## src/source/riscette_consts.svh

```systemverilog
/* core-wide constants; function codes above FN_LAST_SUPPORTED halt the core
   (mul, div and floating point are not built) */
`ifndef RISCETTE_CONSTS_SVH
`define RISCETTE_CONSTS_SVH

`define RESET_PC          24'h000000  // first fetch address
`define NUM_REGS          16
`define REG_AW            4           // register index width

// alu function codes
`define FN_MOV            4'h0
`define FN_LSL            4'h1
`define FN_ASR            4'h2
`define FN_ROR            4'h3
`define FN_AND            4'h4
`define FN_ANDN           4'h5
`define FN_IOR            4'h6
`define FN_XOR            4'h7
`define FN_ADD            4'h8
`define FN_SUB            4'h9
`define FN_LAST_SUPPORTED 4'h9

`endif

```

## src/source/riscette_pkg.sv

```systemverilog
/* shared types of the core; instruction layouts follow the RISC5 field
   positions, format 2 reuses the immediate layout with a 16-bit offset */
`include "riscette_consts.svh"

package riscette_pkg;

  // ------------------------------------------------
  // instruction views
  // ------------------------------------------------
  typedef struct packed {
    logic [1:0]         pq;      // format
    logic               u;
    logic               v;
    logic [`REG_AW-1:0] a;       // destination / store source
    logic [`REG_AW-1:0] b;       // first operand
    logic [3:0]         op;      // alu function
    logic [11:0]        unused;
    logic [`REG_AW-1:0] c;       // second operand register
  } fmt_reg_t;

  typedef struct packed {
    logic [1:0]         pq;
    logic               u;
    logic               v;
    logic [`REG_AW-1:0] a;
    logic [`REG_AW-1:0] b;
    logic [3:0]         op;
    logic [15:0]        imm16;   // immediate or memory offset
  } fmt_imm_t;

  // low half is either register c or the immediate
  typedef union packed {
    fmt_reg_t r;
    fmt_imm_t i;
  } instr_u;

  // ------------------------------------------------
  // decoded control and bus request
  // ------------------------------------------------
  typedef struct packed {
    logic [1:0]         fmt;
    logic [`REG_AW-1:0] rd;
    logic [`REG_AW-1:0] rs1;
    logic [`REG_AW-1:0] rs2;
    logic [3:0]         fn;
    logic [31:0]        imm;       // already extended
    logic               is_store;
    logic               illegal;   // sends the core to HALT
  } dec_t;

  typedef struct packed {
    logic        stb;
    logic        we;
    logic [23:0] addr;
    logic [31:0] wdata;
  } bus_req_t;

  typedef enum logic [2:0] {
    RESET, FETCH, DECODE, EXEC, ACCESS, WB, HALT
  } state_e;

endpackage

```

## src/source/instr_decode.sv

```systemverilog
/* instruction register and field decoder; byte access (v=1 in format 2),
   format 3 and function codes above 9 are flagged illegal */
`include "riscette_consts.svh"

module instr_decode (
  input  logic               clk,
  input  logic               rst,
  input  logic               ir_we,
  input  logic [31:0]        bus_rdata,
  output riscette_pkg::dec_t dec
);

  riscette_pkg::instr_u ir;

  always_ff @(posedge clk) begin
    if (rst) begin
      ir <= '0;                       // decodes as a legal mov
    end else if (ir_we) begin
      ir <= bus_rdata;
    end
  end

  // ------------------------------------------------
  // field extraction
  // ------------------------------------------------
  always_comb begin
    dec.fmt      = ir.r.pq;
    dec.rd       = ir.r.a;
    dec.rs1      = ir.r.b;
    dec.rs2      = ir.r.c;            // register view of the low half
    dec.fn       = ir.r.op;
    dec.is_store = (ir.i.pq == 2'd2) && ir.i.u;

    // immediate view of the same low half
    case (ir.i.pq)
      2'd1:    dec.imm = {{16{ir.i.v}}, ir.i.imm16};         // ones or zeros fill
      2'd2:    dec.imm = {{16{ir.i.imm16[15]}}, ir.i.imm16}; // signed offset
      default: dec.imm = 32'h0;
    endcase

    dec.illegal = (ir.i.op > `FN_LAST_SUPPORTED) ||
                  (ir.i.pq == 2'd3) ||                  // branches
                  ((ir.i.pq == 2'd2) && ir.i.v);        // byte access
  end

endmodule

```

## src/source/alu_execute.sv

```systemverilog
/* single-cycle alu for functions 0..9; shifts use op2[4:0], format 2
   always adds to form the word address */
`include "riscette_consts.svh"

module alu_execute (
  input  logic               clk,
  input  logic               alu_run,
  input  riscette_pkg::dec_t dec,
  input  logic [31:0]        rs1_data,
  input  logic [31:0]        rs2_data,
  output logic [31:0]        result
);

  logic [31:0] op1;
  logic [31:0] op2;
  logic [3:0]  fn;
  logic [4:0]  sh;
  logic [63:0] rot;
  logic [31:0] res;

  assign op1 = rs1_data;
  assign op2 = (dec.fmt == 2'd0) ? rs2_data : dec.imm;
  assign fn  = (dec.fmt == 2'd2) ? `FN_ADD : dec.fn;  // address calc
  assign sh  = op2[4:0];
  assign rot = {op1, op1} >> sh;

  // ------------------------------------------------
  // function select
  // ------------------------------------------------
  always_comb begin
    case (fn)
      `FN_MOV:  res = op2;
      `FN_LSL:  res = op1 << sh;
      `FN_ASR:  res = $signed(op1) >>> sh;
      `FN_ROR:  res = rot[31:0];
      `FN_AND:  res = op1 & op2;
      `FN_ANDN: res = op1 & ~op2;
      `FN_IOR:  res = op1 | op2;
      `FN_XOR:  res = op1 ^ op2;
      `FN_ADD:  res = op1 + op2;
      `FN_SUB:  res = op1 - op2;
      default:  res = 32'h0;          // never run, decoder halts first
    endcase
  end

  always_ff @(posedge clk) begin
    if (alu_run) begin
      result <= res;
    end
  end

  // illegal codes must have been caught in DECODE
  a_fn_supported: assert property (
    @(posedge clk) alu_run |-> (dec.fn <= `FN_LAST_SUPPORTED)
  );

endmodule

```

## src/source/reg_result.sv

```systemverilog
/* 16 x 32 register file, cleared on reset; R0 is an ordinary register.
   load data is sampled every cycle, so WB must follow the ack directly */
`include "riscette_consts.svh"

module reg_result (
  input  logic               clk,
  input  logic               rst,
  input  logic               rf_rd,
  input  logic               rf_we,
  input  logic               wb_sel,
  input  riscette_pkg::dec_t dec,
  input  logic [31:0]        alu_result,
  input  logic [31:0]        bus_rdata,
  output logic [31:0]        rs1_data,
  output logic [31:0]        rs2_data,
  output logic [31:0]        store_data
);

  logic [31:0]        regs [`NUM_REGS];
  logic [`REG_AW-1:0] rd2_addr;
  logic [31:0]        rd2_q;
  logic [31:0]        load_q;
  logic [31:0]        wb_data;

  // second port reads rd for memory ops
  assign rd2_addr = (dec.fmt == 2'd2) ? dec.rd : dec.rs2;
  assign wb_data  = wb_sel ? load_q : alu_result;

  always_ff @(posedge clk) begin
    if (rst) begin
      for (int i = 0; i < `NUM_REGS; i++) begin
        regs[i] <= 32'h0;
      end
    end else if (rf_we) begin
      regs[dec.rd] <= wb_data;
    end
  end

  always_ff @(posedge clk) begin
    load_q <= bus_rdata;              // holds the word of the ack cycle
    if (rf_rd) begin
      rs1_data <= regs[dec.rs1];
      rd2_q    <= regs[rd2_addr];
    end
  end

  assign rs2_data   = rd2_q;
  assign store_data = rd2_q;

endmodule

```

## src/source/core_ctrl.sv

```systemverilog
/* multicycle sequencer: fetch, decode, execute, access, write-back.
   bus request is held stable from strobe to ack; HALT is left only by reset */
`include "riscette_consts.svh"

module core_ctrl (
  input  logic                   clk,
  input  logic                   rst,
  input  logic                   bus_ack,
  input  riscette_pkg::dec_t     dec,
  input  logic [31:0]            alu_result,
  input  logic [31:0]            store_data,
  output riscette_pkg::bus_req_t bus,
  output logic                   ir_we,
  output logic                   rf_rd,
  output logic                   alu_run,
  output logic                   rf_we,
  output logic                   wb_sel,
  output logic                   halted
);

  riscette_pkg::state_e state;
  riscette_pkg::state_e state_nx;
  logic [23:0]          pc;

  // ------------------------------------------------
  // state and program counter
  // ------------------------------------------------
  always_ff @(posedge clk) begin
    if (rst) begin
      state <= riscette_pkg::RESET;
      pc    <= `RESET_PC;
    end else begin
      state <= state_nx;
      if (ir_we) begin
        pc <= pc + 24'd4;             // advance on fetch ack
      end
    end
  end

  // ------------------------------------------------
  // next state and outputs
  // ------------------------------------------------
  always_comb begin
    state_nx = state;
    bus      = '0;
    ir_we    = 1'b0;
    rf_rd    = 1'b0;
    alu_run  = 1'b0;
    rf_we    = 1'b0;
    wb_sel   = 1'b0;
    halted   = 1'b0;
    case (state)
      riscette_pkg::RESET: begin
        state_nx = riscette_pkg::FETCH;
      end
      riscette_pkg::FETCH: begin
        bus.stb  = 1'b1;
        bus.addr = pc;
        ir_we    = bus_ack;
        if (bus_ack) state_nx = riscette_pkg::DECODE;
      end
      riscette_pkg::DECODE: begin
        rf_rd    = 1'b1;              // operands read this cycle
        state_nx = dec.illegal ? riscette_pkg::HALT : riscette_pkg::EXEC;
      end
      riscette_pkg::EXEC: begin
        alu_run  = 1'b1;
        state_nx = (dec.fmt == 2'd2) ? riscette_pkg::ACCESS : riscette_pkg::WB;
      end
      riscette_pkg::ACCESS: begin
        bus.stb   = 1'b1;
        bus.we    = dec.is_store;
        bus.addr  = alu_result[23:0];
        bus.wdata = store_data;
        if (bus_ack) begin
          state_nx = dec.is_store ? riscette_pkg::FETCH : riscette_pkg::WB;
        end
      end
      riscette_pkg::WB: begin
        rf_we    = 1'b1;
        wb_sel   = (dec.fmt == 2'd2); // load result
        state_nx = riscette_pkg::FETCH;
      end
      riscette_pkg::HALT: begin
        halted = 1'b1;
      end
      default: state_nx = riscette_pkg::RESET;
    endcase
  end

  // request must not move while the slave has not answered
  a_bus_stable: assert property (
    @(posedge clk) disable iff (rst)
    (bus.stb && !bus_ack) |=> $stable(bus)
  );

  // halt keeps the illegal instruction and never writes the register file
  a_halt_quiet: assert property (
    @(posedge clk) disable iff (rst)
    (state == riscette_pkg::HALT) |-> dec.illegal && !rf_we
  );

endmodule

```

## src/source/riscette_core.sv

```systemverilog
/* core top: strobe/acknowledge bus with a 24-bit address and 32-bit data,
   word access only */
module riscette_core (
  input  logic                   clk,
  input  logic                   rst,
  output riscette_pkg::bus_req_t bus,
  input  logic [31:0]            bus_rdata,
  input  logic                   bus_ack,
  output logic                   halted
);

  riscette_pkg::dec_t dec;
  logic [31:0]        rs1_data;
  logic [31:0]        rs2_data;
  logic [31:0]        store_data;
  logic [31:0]        alu_result;
  logic               ir_we;
  logic               rf_rd;
  logic               alu_run;
  logic               rf_we;
  logic               wb_sel;

  instr_decode u_instr_decode (
    .clk       (clk),
    .rst       (rst),
    .ir_we     (ir_we),
    .bus_rdata (bus_rdata),
    .dec       (dec)
  );

  alu_execute u_alu_execute (
    .clk      (clk),
    .alu_run  (alu_run),
    .dec      (dec),
    .rs1_data (rs1_data),
    .rs2_data (rs2_data),
    .result   (alu_result)
  );

  reg_result u_reg_result (
    .clk        (clk),
    .rst        (rst),
    .rf_rd      (rf_rd),
    .rf_we      (rf_we),
    .wb_sel     (wb_sel),
    .dec        (dec),
    .alu_result (alu_result),
    .bus_rdata  (bus_rdata),
    .rs1_data   (rs1_data),
    .rs2_data   (rs2_data),
    .store_data (store_data)
  );

  core_ctrl u_core_ctrl (
    .clk        (clk),
    .rst        (rst),
    .bus_ack    (bus_ack),
    .dec        (dec),
    .alu_result (alu_result),
    .store_data (store_data),
    .bus        (bus),
    .ir_we      (ir_we),
    .rf_rd      (rf_rd),
    .alu_run    (alu_run),
    .rf_we      (rf_we),
    .wb_sel     (wb_sel),
    .halted     (halted)
  );

endmodule

```

## config.mk

```make
export PLATFORM = sky130hd
export DESIGN_NAME = riscette_core
export DESIGN_NICKNAME = d
export VERILOG_FILES = /design/src/source/riscette_pkg.sv /design/src/source/instr_decode.sv /design/src/source/alu_execute.sv /design/src/source/reg_result.sv /design/src/source/core_ctrl.sv /design/src/source/riscette_core.sv
export VERILOG_INCLUDE_DIRS = /design/src /design/src/source
export SDC_FILE = /design/constraint.sdc
export NUM_CORES = 2
export LEC_CHECK = 0
export BUFFER_PORTS_ARGS = -buffer_cell sky130_fd_sc_hd__buf_2
export CAP_MARGIN = 5
export CELL_PAD_IN_SITES_DETAIL_PLACEMENT = 0
export CELL_PAD_IN_SITES_GLOBAL_PLACEMENT = 1
export CORE_ASPECT_RATIO = 0.6
export CORE_MARGIN = 10
export CORE_UTILIZATION = 47
export DETAILED_ROUTE_END_ITERATION = 7
export HOLD_SLACK_MARGIN = 0.15
export MAX_ROUTING_LAYER = met4
export PLACE_DENSITY_LB_ADDON = 0.1
export SETUP_SLACK_MARGIN = 0.2
export SLEW_MARGIN = 25
export SYNTH_ARGS = -nofsm -noshare
export SYNTH_HDL_FRONTEND = slang
export SYNTH_SLANG_ARGS = --single-unit
```

## constraint.sdc

```tcl
create_clock -name clk -period 5.1 [get_ports clk]
set_input_delay 0.51 -clock clk [delete_from_list [all_inputs] [get_ports clk]]
set_output_delay 0.51 -clock clk [all_outputs]
set_load 0.02 [all_outputs]
```

== Word level (Yosys, flattened, before mapping) ==
Memories as Yosys holds them, arrays and structs flattened. A register that Yosys moved wholly into a read port is not among the register bits.
Index checks and enable logic that the tools add are counted.
Storage, ports and cells
  register bits after elaboration: 123
  word-level logic and storage cells: 80
  output and inout port bits: 59
  input port bits: 35
  memories kept: 1
  bits in writable memories: 512
Memory list
  u_reg_result.regs: depth 16, width 32, rd ports 2, clocked after memory_dff 2, write ports 16, RTL line reg_result.sv:19  | logic [31:0] regs [`NUM_REGS];
Cells by class
  reduce and logical (&&, ||, !) cells: 11
  magnitude comparators: 1
  multiplexer cells: 30
  add/subtract/negate cells: 3
  eq/ne operators: 20
  shift operators: 3
  bitwise gates (word level): 6
Operators with widths (count)
  $pmux W32 S10: 1
  $mux W32: 4
  $and A32 B32 Y32: 2
  $pmux W32 S2: 1
  $shr A64 B5 Y32: 1
  $pmux W24 S2: 1
  $add A32 B32 Y32: 1
  $not A32 Y32: 1
  $or A32 B32 Y32: 1
  $reduce_or A32 Y1: 1
  $shl A32 B5 Y32: 1
  $sshr A32 B5 Y32: 1
  $sub A32 B32 Y32: 1
  $xor A32 B32 Y32: 1
  $add A24 B3 Y24 const B: 1
  $pmux W3 S6: 1
  $eq A4 B3 Y1 const B: 4
  $mux W1: 15
  $mux W3: 4
  $mux W4: 3
  $eq A3 B3 Y1 const B: 3
  $eq A4 B2 Y1 const B: 2
  $eq A4 B4 Y1 const B: 2
  $eq A3 B2 Y1 const B: 2
  other kinds (14): 19

== Depth between registers and ports, before layout ==
  word-level depth: 7
  gate-level depth with buffers: 26

== Cells and area by module ==
From an unflattened synthesis, not the netlist that was laid out.
Unflattened totals
  cell total of the unflattened synthesis: 4103
  area total of the unflattened synthesis: 44151.1 µm²
Modules (own cells, without submodules)
  reg_result: cells an instance 2270, instances 1, area each 30367.9 µm², seq. area each 17937.2 µm²
  alu_execute: cells an instance 1456, instances 1, area each 10512.6 µm², seq. area each 960.9 µm²
  core_ctrl: cells an instance 212, instances 1, area each 1636.6 µm², seq. area each 500.5 µm²
  instr_decode: cells an instance 165, instances 1, area each 1634.1 µm², seq. area each 640.6 µm²

== Worst setup path after synthesis ==
Ideal clock, no wire load.
  kind: register to register
  start: register u_instr_decode.ir[30] (netlist name)
  end: register u_alu_execute.result[30] (data pin)
  stages on the path, launching flop included: 27
  period minus slack after synthesis: 5.461 ns
  setup slack: -0.361 ns
  data arrival time: 5.189 ns
  path through: dfxtp_1 inv_1 ha_1 buf_6 o21ai_4 o21ai_2 inv_2 buf_2 buf_1 ha_1 o2111ai_4 a2111oi_4 nand4_2 nor3_1 o21ai_0 o21ai_0 a221oi_1 ha_1 nand4_1 nor2_1 nand3_1 o41a_1 a31o_2 a21oi_1 nand4_1 mux2i_1 o2111ai_1
On the way
  longest elaborated chain between the ends: 6
  elaborated cells between the ends (all ways): 27
  classes of those cells: 2 x add/sub; 11 x eq/ne; 3 x shift; 4 x mux; 5 x bitwise; 2 x reduce/logical
RTL lines
  start, declared: RTL line instr_decode.sv:13  | riscette_pkg::instr_u ir;
  start signal, assigned: RTL line instr_decode.sv:19  | ir <= bus_rdata;
  branches (longest 5 deep; another with $sub A32 B32 Y32)
  $pmux W32 S10 *: RTL line alu_execute.sv:31  | case (fn)
  via u_alu_execute.res[30]: RTL line alu_execute.sv:19  | logic [31:0] res;
  end signal, assigned: RTL line alu_execute.sv:48  | result <= res;
  end, declared: RTL line alu_execute.sv:11  | output logic [31:0] result
Mark *: on every way through the listed nets, which the timed path passes.
A chain may end at the register's enable or synchronous reset.

== Final worst setup path ==
  start: register u_instr_decode.ir[31] (netlist name)
  end: register u_alu_execute.result[28] (data pin)
Same word-level chain as after synthesis.

==> flow_summary.yaml <==
finish:
  num-fill-cells: 7262
  layout_commonest_cell: "nor2_1"
  multiInputGateArea_um2: 20100
  fin_util: 0.548
  final_cell_mix: "626 x nor2_1, 608 x edfxtp_1, 323 x nand2_1, 292 x mux4_2, 257 x buf_4"
  regArea_um2: 20100
  drive_above_1_share: 0.243
  num-nets-final: 3817
  area_delta_synth_final_pct: 14.7
clock_network:
  clockBufferDepth: 3
  cts.root.buffer_cell: "clkbuf_16"
  cts_made_buffers: 71
  clk_latency_ps: 680
  cts_tree: "yes"
  cts.clk_slew.worst_paths_ps: 80
  clock_sinks: 697
  cts_max_level: 3
yosys:
  ys_seq_elements: 697
  syn_area_um2: 41100
  syn_avg_cell_area_um2: 11.6
  syn_nets: 3638
  synth_top_cell_by_area: "edfxtp_1"
  seq_area_frac_synth: 0.487
  ys.flop_type: "edfxtp_1"
  yosysTopAreaCellShare: 0.444
  netlist_top_cells_area: "edfxtp_1 44%, mux4_2 16%, nor2_1 5.7%"
  syn_inst: 3533
  yosys_warnings: 0
  synth-edff-count: 608
  async_flop_share: 0
  synth_cell_types: 91
timing:
  min_period_over_period: 0.984
  period_needed_ps: 5020
  final-setup-viol-count: 0
  skew_ps: 51.9
  rsz0062_at_grt: "yes"
  slew_headroom: 0.229
  drv_slew: 0
  tightest_slew_ps: 1160
  setup_slack_ps: 82.2
  timing.fmax_mhz: 199
  hold_slack_ps: 322
  hold_violations: 0
global_routing:
  grt_max_degree: 88
  grt_antenna_before_repair: 13
  grt_pass1_wl_mm: 253
  grt_pass1_vias: 32300
  overflow: 0
  grt_use_total: 0.362
worst_setup_path:
  worstPathMaxFanout: 6
  worst_setup_path_start_kind: "flip-flop"
  required_ps: 5460
  crit_path_end_kind: "flip-flop"
  crit_arrival_ps: 5370
  path_class: "flip-flop to flip-flop"
routing:
  wire_per_inst_um: 37.0
  viasPerCell: 6.94
  drtIter0Drc: 5362
  routed_wl_mm: 182
  first_pass_iters: 7
  route.detailed.drc: 0
  vias: 34200
  drt.antenna.violating_nets: 0
floorplan:
  initial_core_util: 0.478
  io-pin-count: 94
  row_count: 83
  core_um2: 86100
  die_y_um: 249
  die_area_um2: 100000
  die_w_um: 402
pwr:
  total_switching_power_uw: 4490
  clkPwrFrac: 0.353
  p_seq_frac: 0.450
  power_density_nw_per_um2: 312
  swShare: 0.305
  p_int_uw: 10200
  leakagePower_uw: 0.0176
  pwr-share-comb: 0.196
  irDropWorstVdd_uv: 228
place:
  gp_congestion: 1.07
  dp_slack_ps: -237
  post-dp-hpwl_mm: 125
  io_buffers: 93
outcome:
  status: "finished clean"
min_path:
  min_path_type: "primary input to flip-flop"
flow_run:
  cap_violations: 0
[cell families after synthesis]
group,count (synthesis),synth area share
and+or+nand+nor,1238,0.129
DFF,697,0.487
AOI/OAI and AO/OA,592,0.0981
muxes,482,0.207
buffers and inverters,350,0.0353
xor gates and xnor gates,104,0.0221
adders and majority gates,70,0.0215
[worst max-delay path: stages, from the launching register on]
cell and delay [ps]:
dfxtp_2 340, inv_4 80, ha_4 230, buf_12 140
nor3b_2 210, o22a_1 220, o2111ai_4 130, a2111oi_4 360
nand4_4 240, nor3_2 160, o21ai_1 70, o21ai_1 130
a221oi_2 90, ha_1 330, nand4_1 180, nor2_2 180
nand3_1 90, o41a_1 450, a31o_4 310, a21oi_4 220
buf_4 160, a21oi_2 50, mux2i_1 170, nand4_1 130
[sequential cells by signal (all words and copies together) (netlist names)]
register and flops:
u_instr_decode.ir 32, u_reg_result.rs2_data 32, u_core_ctrl.state 3, u_reg_result.load_q 32, u_reg_result.regs 512, u_core_ctrl.pc 22, u_reg_result.rs1_data 32, u_alu_execute.result 32
[layer usage]
layer	vias to the layer above	wire length, um	track usage
met1	17300	75500	0.520
met3	329	29700	0.151
met5	-	0	-
li1	13700	-	-
met2	2856	71900	0.464
met4	0	4880	0.0853
[per-stage QoR]
step	TNS [ps]	total power (uW)	cells	instance area (um^2)
floorplan	0	8210	3533	41200
global placement	-337	9390	4734	44100
detailed placement	-526	9400	4734	44100
CTS	0	14600	4907	46900
global route	-96.3	15100	4922	47200
finish	0	14700	4922	47200
[repair_timing]
action                     CTS  global route
buffers inserted            11             7
hold buffers                32             0
hold endpoints to repair    56             0
gates cloned                 1             1
gates resized for setup     23            37
pin swaps                   15            24
setup endpoints to repair   13            18
[power by group through the flow]
stage	logic [uW]	registers (uW)	clock network [uW]
2_1_floorplan	1590	6610	0
3_3_place_gp	2670	6720	0
3_5_place_dp	2660	6740	0
4_1_cts	2720	6620	5220
5_1_grt	2970	6640	5460
6_report	2890	6630	5200
[worst paths after layout]
check        cells after the start                  endpoint             startpoint  slack, ps
min reg2reg                      2     u_instr_decode.ir[29]  u_instr_decode.ir[29]        490
max                             23  u_alu_execute.result[28]  u_instr_decode.ir[31]         80
min                              4      u_core_ctrl.state[0]                bus_ack        320
max reg2reg                     23  u_alu_execute.result[28]  u_instr_decode.ir[31]         80
[Yosys cell counts, types with 6 or more instances]
cell type  instances
nand2b_1          25
inv_1             50
buf_2             45
buf_4              9
o211ai_1          29
and2_1            75
a21oi_1          163
nand2_1          336
a211oi_1          41
nor3b_1            7
a22o_1            24
dfxtp_1           89
o2111ai_1          7
mux2_2            15
or3_1              7
edfxtp_1         608
ha_1              69
o21ai_1            7
o21a_1             9
o21bai_1           6
o22ai_1           13
o21ai_0           80
a221o_1            6
o221ai_1          30
nand3_1           64
nor2b_1            6
nand4_1           17
mux2i_1          174
nor2_1           630
a211o_1            6
nor3_1            20
buf_1             40
xor2_1            42
a221oi_1          17
clkbuf_1         198
a311oi_1           7
mux4_2           292
and3_1            26
a31oi_1           69
a21o_1            14
xnor2_1           62
[cell type report]
class	count	area share
Antenna cell	7	0.000371
Clock buffer	84	0.0394
Clock inverter	45	0.00785
Inverter	53	0.00438
Multi-Input combinational cell	2486	0.427
Sequential cell	697	0.425
Tap cell	1147	0.0304
Timing Repair Buffer	403	0.0660
Note: power is estimated with default switching activity, not from simulation.
